`config.mk`:
```
export PLATFORM = sky130hd
export DESIGN_NAME = branchUnit
export DESIGN_NICKNAME = d
export VERILOG_FILES = /design/src/logic/rvPkg.sv /design/src/logic/branchUnit.sv
export SDC_FILE = /design/constraint.sdc
export NUM_CORES = 1
export LEC_CHECK = 0
export BUFFER_PORTS_ARGS = -buffer_cell sky130_fd_sc_hd__buf_2
export CORE_MARGIN = 2
export CORE_UTILIZATION = 32
export DETAILED_ROUTE_END_ITERATION = 6
export MAX_ROUTING_LAYER = met4
export PLACE_DENSITY = 0.71
export SYNTH_ARGS = -nofsm -noshare
export SYNTH_HDL_FRONTEND = slang
export SYNTH_SLANG_ARGS = --single-unit
```
`constraint.sdc`:
```
create_clock -name vclk -period 6.9
set_input_delay 0.69 -clock vclk [all_inputs]
set_output_delay 0.69 -clock vclk [all_outputs]
set_load 0.05 [all_outputs]
```
`src/logic/rvPkg.sv`:
```
`default_nettype none

package rvPkg;

	localparam int xlen = 32;
	localparam int memWords = 64; // Data memory depth in words
	localparam logic [xlen-1:0] resetPc = 32'h0000_0000;

	// Major opcodes from instr[6:0]
	localparam logic [6:0] opLoad = 7'b0000011;
	localparam logic [6:0] opStore = 7'b0100011;
	localparam logic [6:0] opLui = 7'b0110111;
	localparam logic [6:0] opAuipc = 7'b0010111;
	localparam logic [6:0] opOp = 7'b0110011;
	localparam logic [6:0] opOpImm = 7'b0010011;
	localparam logic [6:0] opBranch = 7'b1100011;
	localparam logic [6:0] opJal = 7'b1101111;
	localparam logic [6:0] opJalr = 7'b1100111;

	typedef enum logic [3:0] {
		aluAdd,
		aluSub,
		aluAnd,
		aluOr,
		aluXor,
		aluSlt,
		aluSltu,
		aluSll,
		aluSrl,
		aluSra,
		aluPassB // LUI result
	} aluOpT;

	typedef enum logic [2:0] {
		brNone,
		brEq,
		brNe,
		brLt,
		brGe,
		brLtu,
		brGeu
	} branchT;

	typedef enum logic [2:0] {
		immI,
		immS,
		immB,
		immU,
		immJ,
		immShamt
	} immT;

	typedef enum logic [1:0] {
		wbAlu,
		wbMem,
		wbPc4 // Link address for JAL and JALR
	} wbSelT;

endpackage

`default_nettype wire

```
`src/logic/branchUnit.sv`:
```
`default_nettype none

module branchUnit (
	input wire rvPkg::branchT branch,
	input wire jal,
	input wire jalr,
	input wire [rvPkg::xlen-1:0] a,
	input wire [rvPkg::xlen-1:0] b,
	input wire [rvPkg::xlen-1:0] pc,
	input wire [rvPkg::xlen-1:0] imm,
	input wire [rvPkg::xlen-1:0] aluSum,
	output logic [rvPkg::xlen-1:0] nextPc,
	output logic taken
);
	import rvPkg::*;

	logic condMet;

	always_comb
	begin
		case (branch)
			brEq: condMet = (a == b);
			brNe: condMet = (a != b);
			brLt: condMet = ($signed(a) < $signed(b));
			brGe: condMet = ($signed(a) >= $signed(b));
			brLtu: condMet = (a < b);
			brGeu: condMet = (a >= b);
			default: condMet = 1'b0;
		endcase
	end

	assign taken = condMet || jal || jalr; // Any change of flow

	always_comb
	begin
		if (jalr)
			nextPc = {aluSum[xlen-1:1], 1'b0}; // Target bit 0 dropped
		else if (jal || condMet)
			nextPc = pc + imm;
		else
			nextPc = pc + 32'd4;
	end

endmodule

`default_nettype wire

```
=== Yosys cells after proc, flatten, opt, wreduce, memory -nomap -nowiden ===
Cells that the tools add are included.

* Eq/ne operators: 8
* Reduce and logical (&&, ||, !) cells: 2
* Muxes and demuxes: 3
* $add $sub $neg: 2
* $lt $le $gt $ge: 4

{| class="wikitable"
|+ Operators by type and width
! operator !! number
|-
| $ge 32x32->1 || 2
|-
| $lt 32x32->1 || 2
|-
| $mux 32 || 2
|-
| $add 32x3->32 const B || 1
|-
| $add 32x32->32 || 1
|-
| $eq 32x32->1 || 1
|-
| $ne 32x32->1 || 1
|-
| $eq 3x3->1 const B || 3
|-
| $eq 3x2->1 const B || 2
|-
| $pmux 1 s6 || 1
|-
| $eq 3x1->1 const B || 1
|-
| $logic_or 1x1->1 || 2
|}

* Register bits: 0
* Input port bits: 165
* Output and inout port bits: 33
* Word-level logic and storage cells: 19

=== Logic depth before layout (Yosys ltp) ===
Gate-level depths: netlist (run 1).

* Word-level depth: 5
* Depth in mapped cells: 13
* Depth with buffers taken out: 12

=== Worst setup path after synthesis (run 1) ===
No wires, ideal clock.

* Path kind: input-to-output
* Start: input port pc[11] (netlist bit)
* End: output port nextPc[21] (netlist bit)
* Stages on the path: 11
* Arrival time: 3.755 ns
* Data required time: 6.210 ns
* Setup slack: 2.455 ns
* Path buffers: 1
* Cells stage by stage: ha_1 -> buf_6 -> and4_1 -> nor2b_1 -> a211o_1 -> o21a_1 -> o21a_2 -> o2111ai_1 -> a21oi_1 -> xnor2_1 -> a221oi_1

* Longest elaborated chain between the ends: 3
* Elaborated cells between the ends (all ways): 4
* Classes of those cells: add/sub (2); mux (2)

{| class="wikitable"
|+ RTL lines
! what !! line !! source
|-
| start, declared || branchUnit.sv:9 || <nowiki>input wire [rvPkg::xlen-1:0] pc,</nowiki>
|-
| $add 32x3->32 / $add 32x32->32 (equally long branches) || branchUnit.sv:41, branchUnit.sv:39 ||
|-
| $mux 32 * || branchUnit.sv:38 || <nowiki>else if (jal || condMet)</nowiki>
|-
| $mux 32 * || branchUnit.sv:36 || <nowiki>if (jalr)</nowiki>
|-
| end, declared || branchUnit.sv:12 || <nowiki>output logic [rvPkg::xlen-1:0] nextPc,</nowiki>
|}

Mark *: on every way between the ends. The rest lies on a longest branch, timed or not.

=== Worst setup path in the final report (run 1) ===
* Start: input port b[13] (netlist bit)
* End: output port nextPc[19] (netlist bit)

* Longest elaborated chain between the ends: 5
* Elaborated cells between the ends (all ways): 10
* Classes of those cells: order compare (4); eq/ne (2); mux (3); reduce/logical (1)

{| class="wikitable"
|+ RTL lines
! what !! line !! source
|-
| start, declared || branchUnit.sv:8 || <nowiki>input wire [rvPkg::xlen-1:0] b,</nowiki>
|-
| $ge 32x32->1, or another cell as far along || branchUnit.sv:27 || <nowiki>brGeu: condMet = (a >= b);</nowiki>
|-
| $pmux 1 s6 * || branchUnit.sv:21 || <nowiki>case (branch)</nowiki>
|-
| $logic_or 1x1->1 * || branchUnit.sv:38 ||
|-
| $mux 32 * || branchUnit.sv:38 ||
|-
| $mux 32 * || branchUnit.sv:36 ||
|}

Marked as above.

==> impl_metrics.py, run 1 <==
metrics = {
    "outcome": {
        "outcome": "completed",
    },
    "synth": {
        "yosysWarnings": 0,
        "synth_xor_area_frac": 0.128,
        "synth_compound_area_frac": 0.293,
        "synth_most_common_cell": "ha_1",
        "netlist_area_sq_um": 3750,
        "syn_avg_cell_area_sq_um": 7.11,
        "synth_top_family_by_area": "compound AO/OA/AOI/OAI gates",
        "synth_cell_types": 67,
        "yosys.area.top_type": "ha_1",
        "synth_top_cell_area_share": 0.213,
        "synth_commonest_cells": "ha_1, nand2_1, inv_1",
        "yosys.area_share.simple": 0.232,
        "muxShareOfSynthArea": 0.0574,
        "syn_nets": 758,
        "synthAdderAreaFrac": 0.219,
        "ys_seq_area_frac": 0,
        "synth.area.top_cells": "ha_1, xnor2_1, xor2_1, a21oi_1, nand2_1",
        "synthCells": 528,
    },
    "worst_setup_path": {
        "crit_chain": "buf_2 > inv_1 > ha_1 > nand4_1 > nor4_1 > o21ai_0 > a41oi_1 > o211ai_1 > o211ai_1 > buf_4 > and2b_1 > o21ai_1 > o311ai_1 > buf_2",
        "crit_path_top_delay_cell": "buf_4",
        "crit_type": "input pin to output pin",
        "slowest_delay_ns": 0.52,
        "cp-end-kind": "output pin",
        "start_kind": "input pin",
        "worstPathArrival_ns": 3.79,
        "critPathMaxFanout": 56,
        "critPathRequiredTime_ns": 6.21,
    },
    "layout": {
        "final_nets": 942,
        "seq_cell_count": 0,
        "fillers": 1246,
        "drive_above_1_share": 0.327,
        "area_growth_pct": 28.8,
        "regArea_sq_um": 0,
        "clock_buffers": 0,
    },
    "min_path": {
        "worstHoldPathCells": 4,
        "min_from": "aluSum[30]",
        "holdCritPathClass": "input pin to output pin",
        "hold_path_end": "nextPc[30]",
    },
    "routing": {
        "vias": 4358,
        "wl_met3_microns": 597,
        "drc": 0,
        "totalWireLength_microns": 11300,
        "ant_nets": 0,
        "wl_per_cell_microns": 13.3,
        "wl_met1_microns": 5370,
        "met2_length_microns": 5240,
        "drt_iter0_drc": 304,
        "vias_per_cell": 5.10,
        "topRoutingLayerUsed": "met4",
        "first_pass_iters": 5,
    },
    "floorplanning": {
        "core_sq_um": 11400,
        "rows": 39,
        "start_util": 0.329,
        "die-area_sq_um": 12600,
        "ios": 198,
        "dieHeight_microns": 112,
        "die_w_microns": 112,
    },
    "job": {
        "drv_cap": 0,
    },
    "timing": {
        "finalHoldViolations": 0,
        "max_slew_margin": 0.362,
        "fin_crit_sh": 0.649,
        "tightestPinTransition_ns": 0.957,
        "tns_ns": 0,
        "timing.final.ws_setup_ns": 2.42,
        "fmax_mhz": 223,
        "rsz0062_at_grt": "false",
        "final-setup-viol-count": 0,
        "period_needed_ns": 4.48,
        "report.final.slew_viol_count": 0,
    },
    "placement": {
        "hpwl_microns": 9810,
        "globalplace.congestion": 0.867,
        "dp_slack_ns": 2.39,
        "io_buffers": 197,
    },
    "clock_tree": {
        "hold_buffers": 0,
        "postCtsSetupBuffers": 0,
        "cts_resized": 0,
    },
    "grt": {
        "grt_usage": 0.176,
        "grt_pass1_wl_microns": 18500,
        "grt-ovfl-total": 0,
        "antenna_found_initial": 1,
        "first_global_vias": 4058,
        "grt_max_degree": 57,
    },
    "pwr": {
        "p_leak_uw": 0.00253,
        "ir_drop_v": 0.0000562,
        "p_per_area_nw_per_um2": 99.0,
    },
}
==> per-layer routing <==
metal | vias to the layer above | track usage
met4 | 0 | 0.0187
met3 | 8 | 0.0108
met5 | - | -
li1 | 2295 | -
met1 | 1943 | 0.241
met2 | 112 | 0.296
==> placed cells by master, fill, tap and decap left out, types with 3 or more instances in the layout <==
cell / synthesis / final
a211oi_1: 5 / 5
a21boi_0: 3 / 3
a21o_1: 18 / 18
a21oi_1: 40 / 40
a221o_1: 3 / 3
and2_1: 4 / 4
and3_1: 5 / 5
and4_1: 11 / 11
buf_2: 4 / 197
ha_1: 64 / 64
inv_1: 45 / 45
mux2_2: 12 / 12
mux2i_1: 8 / 8
nand2_1: 51 / 51
nand3_1: 17 / 17
nand4_1: 11 / 11
nor2_1: 36 / 36
nor2b_1: 4 / 4
nor3_1: 12 / 12
nor4_1: 4 / 4
o211ai_1: 4 / 4
o211ai_2: 3 / 3
o21a_1: 5 / 5
o21ai_0: 23 / 23
o21ai_1: 17 / 17
o21bai_1: 4 / 4
or2_2: 3 / 3
or3_1: 6 / 6
xnor2_1: 29 / 29
xor2_1: 24 / 24
==> worst max-delay path, delay by kind of cell <==
family	cells	cell delay (ns)
AO/OA/AOI/OAI	6	0.92
adder cells (fa/ha/maj)	1	0.32
buffers and inverters	4	0.96
AND/OR/NAND/NOR	3	0.88
==> logic make-up (layout without fill, tap and decap cells) <==
group | after synthesis | after routing
buffers and inverters | 61 | 243
adder cells (fa/ha/maj) | 65 | 65
other | 0 | 1
AO/OA/AOI/OAI | 155 | 155
AND/OR/NAND/NOR | 173 | 173
XOR/XNOR | 54 | 54
multiplexers | 20 | 20
==> stage by stage <==
stage / area (sq um) / power, uW / hold WS, ns / cells / utilization
finish: 4830 / 478 / 1.76 / 854 / 0.423
global route: 4830 / 526 / 1.78 / 854 / 0.423
CTS: 4830 / 481 / 1.77 / 853 / 0.423
detailed placement: 4830 / 479 / 1.76 / 853 / 0.423
global placement: 4830 / 475 / 1.76 / 853 / 0.423
floorplan: 3750 / 354 / 1.68 / 528 / -
==> layout make-up <==
type	count	area (sq um)	area share
well taps	143	179	0.0370
diodes	1	2.50	0.000518
repair buffers	198	993	0.206
multi-input cells	467	3490	0.722
inverters	45	169	0.0350
==> power by group <==
| part | internal, uW | total (uW) | switching (uW) |
|---|---|---|---|
| registers | 0 | 0 | 0 |
| clock network | 0.0000194 | 0.0000194 | 0 |
| logic | 185 | 478 | 293 |
| total | 185 | 478 | 293 |
==> how the worst max path moves through the flow <==
stage | from | slack (ns) | end | cells past startpoint
2_1_floorplan | pc[11] | 2.46 | nextPc[21] | 11
3_3_place_gp | b[10] | 2.40 | nextPc[19] | 14
3_5_place_dp | b[13] | 2.39 | nextPc[19] | 14
4_1_cts | b[13] | 2.38 | nextPc[19] | 14
5_1_grt | b[13] | 2.15 | nextPc[19] | 14
6_report | b[13] | 2.42 | nextPc[19] | 14
No activity file was read; power rests on OpenSTA's default activity.
==> run 2: changes to the inputs <==
Settings changed: ABC_AREA set to 1, PLACE_DENSITY 0.71 to 0.69.
Clock period 6.9 ns to 4.5 ns, I/O delays scaled along.
==> run 2 against run 1 <==
First-iteration DRC count decreased by 18%; global-route usage grew 3.1 points; clock-buffer cell count unchanged; die area is 15% higher; total power rose by 66%; largest cell class unchanged.
==> impl_metrics.py, run 2 <==
metrics = {
    "synth": {
        "synth_cell_types": 39,
        "netlist_area_sq_um": 4330,
        "synth_commonest_cells": "nand2_1, inv_1, ha_1, nor2_1, a21oi_1",
        "syn_nets": 1023,
        "synth_top_cell_area_share": 0.226,
        "synth.area.top_cells": "nand2_1, ha_1, inv_1, xor2_1, nand4_1",
        "yosysWarnings": 0,
        "syn_avg_cell_area_sq_um": 5.46,
        "ys_seq_area_frac": 0,
        "yosys.area.top_type": "nand2_1",
        "synth_most_common_cell": "nand2_1",
        "synthCells": 793,
    },
    "timing": {
        "tightestPinTransition_ns": 1.02,
        "rsz0062_at_grt": "false",
        "period_needed_ns": 3.64,
        "finalHoldViolations": 0,
        "final-setup-viol-count": 0,
        "tns_ns": 0,
        "fmax_mhz": 275,
        "report.final.slew_viol_count": 0,
        "fin_crit_sh": 0.808,
        "max_slew_margin": 0.315,
    },
    "floorplanning": {
        "dieHeight_microns": 120,
        "ios": 198,
        "core_sq_um": 13200,
        "die_w_microns": 120,
        "start_util": 0.327,
        "rows": 42,
        "die-area_sq_um": 14500,
    },
    "layout": {
        "final_nets": 1205,
        "area_growth_pct": 25.8,
        "seq_cell_count": 0,
        "final_cell_mix": "nand2_1, buf_2, inv_1",
        "final_common_cell": "nand2_1",
        "fillers": 1516,
        "drive_above_1_share": 0.221,
        "regArea_sq_um": 0,
        "fin_cells": 1149,
        "clock_buffers": 0,
        "multiInputGateArea_sq_um": 3820,
        "num_antenna_cells": 0,
    },
    "grt": {
        "grt_pass1_wl_microns": 24300,
        "antenna_found_initial": 0,
        "grt_max_degree": 35,
        "first_global_vias": 5275,
        "grt_usage": 0.207,
        "grt-ovfl-total": 0,
    },
    "job": {
        "drv_cap": 0,
    },
    "placement": {
        "io_buffers": 197,
        "hpwl_microns": 13200,
        "globalplace.congestion": 0.968,
        "dp_cells": 1149,
    },
    "routing": {
        "topRoutingLayerUsed": "met4",
        "wl_per_cell_microns": 13.2,
        "drt_iter0_drc": 248,
        "first_pass_iters": 6,
        "ant_nets": 0,
        "wl_met1_microns": 6990,
        "wl_met3_microns": 847,
        "drc": 0,
        "totalWireLength_microns": 15200,
        "vias_per_cell": 4.89,
        "vias": 5613,
        "met2_length_microns": 7160,
    },
    "clock_tree": {
        "postCtsSetupBuffers": 0,
        "hold_buffers": 0,
        "cts_resized": 0,
    },
    "pwr": {
        "p_per_area_nw_per_um2": 145,
        "ir_drop_v": 0.0000751,
        "p_leak_uw": 0.00315,
    },
    "worst_setup_path": {
        "critPathMaxFanout": 32,
        "critPathRequiredTime_ns": 4.05,
        "start_kind": "input pin",
        "worstPathArrival_ns": 3.19,
        "cp-end-kind": "output pin",
        "endpoint": "nextPc[12]",
        "crit_type": "input pin to output pin",
        "startpoint": "a[21]",
    },
    "outcome": {
        "outcome": "completed",
    },
    "min_path": {
        "holdCritPathClass": "input pin to output pin",
    },
}
## run 2: per-layer routing
metal | track usage | up-vias
li1 | - | 2971
met3 | 0.00660 | 14
met4 | 0.0247 | 0
met1 | 0.272 | 2448
met5 | - | -
met2 | 0.367 | 180
## run 2: logic make-up after synthesis
kind of cell	count (synthesis)	share of synthesized area
xor gates and xnor gates	56	0.113
and+or+nand+nor	452	0.457
buffers and inverters	125	0.117
AOI/OAI and AO/OA	95	0.123
adders and majority gates	65	0.190
## run 2: report_power, final
part	internal [uW]	leakage (uW)	total, uW	switching [uW]
logic	262	0.00315	792	530
registers	0	0	0	0
clock network	0	0	0	0
total	262	0.00315	792	530
## run 2: cell type report
type,instances,area share
multi-input cells,668,0.702
repair buffers,200,0.185
inverters,105,0.0724
well taps,176,0.0405
## run 2: worst max-delay path, stage by stage
cell,delay (ns)
buf_2,0.10
ha_1,0.29
a21oi_1,0.15
nor2_1,0.05
nor2_1,0.08
nand3_1,0.10
a21oi_2,0.21
nand3_1,0.12
nand2_1,0.09
nor2_1,0.06
nor2_4,0.38
nand3_4,0.41
nand2_1,0.16
nand3_1,0.13
nand2_1,0.12
buf_2,0.27
## run 2: worst min-delay path by stage
| stage | from | endpoint | cells past startpoint |
|---|---|---|---|
| after floorplan | aluSum[30] | nextPc[30] | 2 |
| after global placement | aluSum[30] | nextPc[30] | 4 |
| after detailed placement | aluSum[30] | nextPc[30] | 4 |
| after CTS | aluSum[30] | nextPc[30] | 4 |
| after global routing | aluSum[19] | nextPc[19] | 4 |
| final | aluSum[30] | nextPc[30] | 4 |
## run 2: stage by stage
| stage | worst slack (ns) | utilization | hold WS, ns | instance area [sq um] | total power [uW] |
|---|---|---|---|---|---|
| floorplan | 1.33 | - | 1.22 | 4330 | 557 |
| global placement | 0.932 | 0.411 | 1.28 | 5440 | 785 |
| detailed placement | 0.876 | 0.411 | 1.28 | 5440 | 787 |
| CTS | 0.863 | 0.411 | 1.28 | 5440 | 790 |
| global route | 0.559 | 0.411 | 1.30 | 5440 | 881 |
| finish | 0.863 | 0.411 | 1.28 | 5440 | 792 |
==> run 3: changes to the inputs <==
Settings changed: ABC_AREA 1 to 0, PLACE_DENSITY 0.69 to 0.71.
Clock period 4.5 ns to 3.7 ns, I/O delays scaled along.
==> run 3 against run 2 <==
Clock-buffer cell count did not move; non-clock buffer count up 3; routed wire length fell by 27%; total power grew 14%; critical path depth is 2 lower; worst setup slack worse by 0.65 ns; global-route usage shrank 3.1 points; worst hold slack worse by 0.15 ns; via count is 23% lower; first-iteration DRC count down 30%; flip-flop and latch count did not move; largest power group unchanged.
==> impl_metrics.py, run 3 (same netlist as run 1, synthesis figures left out) <==
metrics = {
    "layout": {
        "fin_cells": 858,
        "seq_cell_count": 0,
        "area_growth_pct": 30.5,
        "multiInputGateArea_sq_um": 3510,
        "fillers": 1234,
        "final_nets": 947,
        "num_antenna_cells": 0,
        "clock_buffers": 0,
        "drive_above_1_share": 0.336,
        "regArea_sq_um": 0,
        "final_common_cell": "buf_2",
        "final_cell_mix": "buf_2, ha_1, nand2_1",
    },
    "worst_setup_path": {
        "critPathMaxFanout": 4,
        "cp_top_family": "compound AO/OA/AOI/OAI gates",
        "critPathBufInv": 3,
        "critPathRequiredTime_ns": 3.33,
        "start_kind": "input pin",
        "worstPathArrival_ns": 3.12,
        "crit_type": "input pin to output pin",
        "slowest_delay_ns": 0.48,
        "crit_chain": "buf_2 > ha_1 > inv_1 > fa_1 > nor2b_1 > o211ai_2 > a211oi_2 > o41a_4 > a22oi_4 > o211ai_2 > a31o_1 > a311oi_1 > a21oi_1 > buf_2",
        "cp-end-kind": "output pin",
        "crit_path_top_delay_cell": "o41a_4",
    },
    "grt": {
        "grt-ovfl-total": 0,
        "antenna_found_initial": 0,
        "grt_max_degree": 33,
        "first_global_vias": 4268,
        "grt_usage": 0.176,
        "grt_pass1_wl_microns": 18800,
    },
    "timing": {
        "finalHoldViolations": 0,
        "report.final.slew_viol_count": 0,
        "tns_ns": 0,
        "final-setup-viol-count": 0,
        "max_slew_margin": 0.700,
        "period_needed_ns": 3.49,
        "tightestPinTransition_ns": 0.449,
        "fmax_mhz": 287,
        "rsz0062_at_grt": "false",
        "fin_crit_sh": 0.942,
        "timing.final.ws_setup_ns": 0.213,
    },
    "routing": {
        "ant_nets": 0,
        "vias": 4331,
        "drt_iter0_drc": 174,
        "totalWireLength_microns": 11100,
        "first_pass_iters": 4,
        "wl_per_cell_microns": 13.0,
        "vias_per_cell": 5.05,
        "drc": 0,
    },
    "pwr": {
        "p_leak_uw": 0.00256,
        "ir_drop_v": 0.000105,
        "p_per_area_nw_per_um2": 184,
    },
    "floorplanning": {
        "die-area_sq_um": 12600,
        "start_util": 0.329,
        "core_sq_um": 11400,
        "ios": 198,
        "die_w_microns": 112,
        "rows": 39,
        "dieHeight_microns": 112,
    },
    "placement": {
        "dp_slack_ns": 0.0488,
        "globalplace.congestion": 0.856,
        "io_buffers": 197,
        "dp_cells": 858,
        "hpwl_microns": 9890,
    },
    "min_path": {
        "holdCritPathClass": "input pin to output pin",
    },
    "job": {
        "drv_cap": 0,
    },
    "clock_tree": {
        "postCtsSetupBuffers": 0,
    },
    "outcome": {
        "outcome": "completed",
    },
}
[run 3: repair_timing]
item / 4_1_cts / 5_1_grt
resized for setup: 0 / 2
setup endpoints to repair: 0 / 8
hold buffers: 0 / 0
endpoints found under the hold margin: 0 / 0
[run 3: stage by stage]
stage	utilization	hold WS, ns	instance area [sq um]	total power [uW]
2_1_floorplan	-	0.966	3760	661
3_3_place_gp	0.428	1.12	4890	893
3_5_place_dp	0.428	1.13	4890	900
4_1_cts	0.428	1.13	4890	904
5_1_grt	0.429	1.16	4900	996
6_report	0.429	1.13	4900	901
[run 3: layer usage]
layer | share of wire | global-route usage | wire length (microns) | vias to the layer above
met4 | 0.010 | 0.0203 | 114 | 0
met3 | 0.050 | 0.0135 | 551 | 12
li1 | - | - | - | 2300
met1 | 0.47 | 0.234 | 5250 | 1901
met5 | 0 | - | 0 | -
met2 | 0.47 | 0.304 | 5200 | 118
[run 3: area by class of cell]
type / count / share of cell area
Multi-Input combinational cell: 467 / 0.716
Timing Repair Buffer: 203 / 0.213
Tap cell: 143 / 0.0365
Inverter: 45 / 0.0345
[run 3: power by group]
group / total (uW) / switching (uW) / leakage, uW / internal [uW]
sequential: 0 / 0 / 0 / 0
combinational: 901 / 546 / 0.00256 / 355
clock: 0 / 0 / 0 / 0
[run 3: worst paths after layout]
path | start | to | slack (ns) | depth (start not counted)
hold / removal | aluSum[30] | nextPc[30] | 1.13 | 4
setup / recovery | pc[0] | nextPc[30] | 0.21 | 14
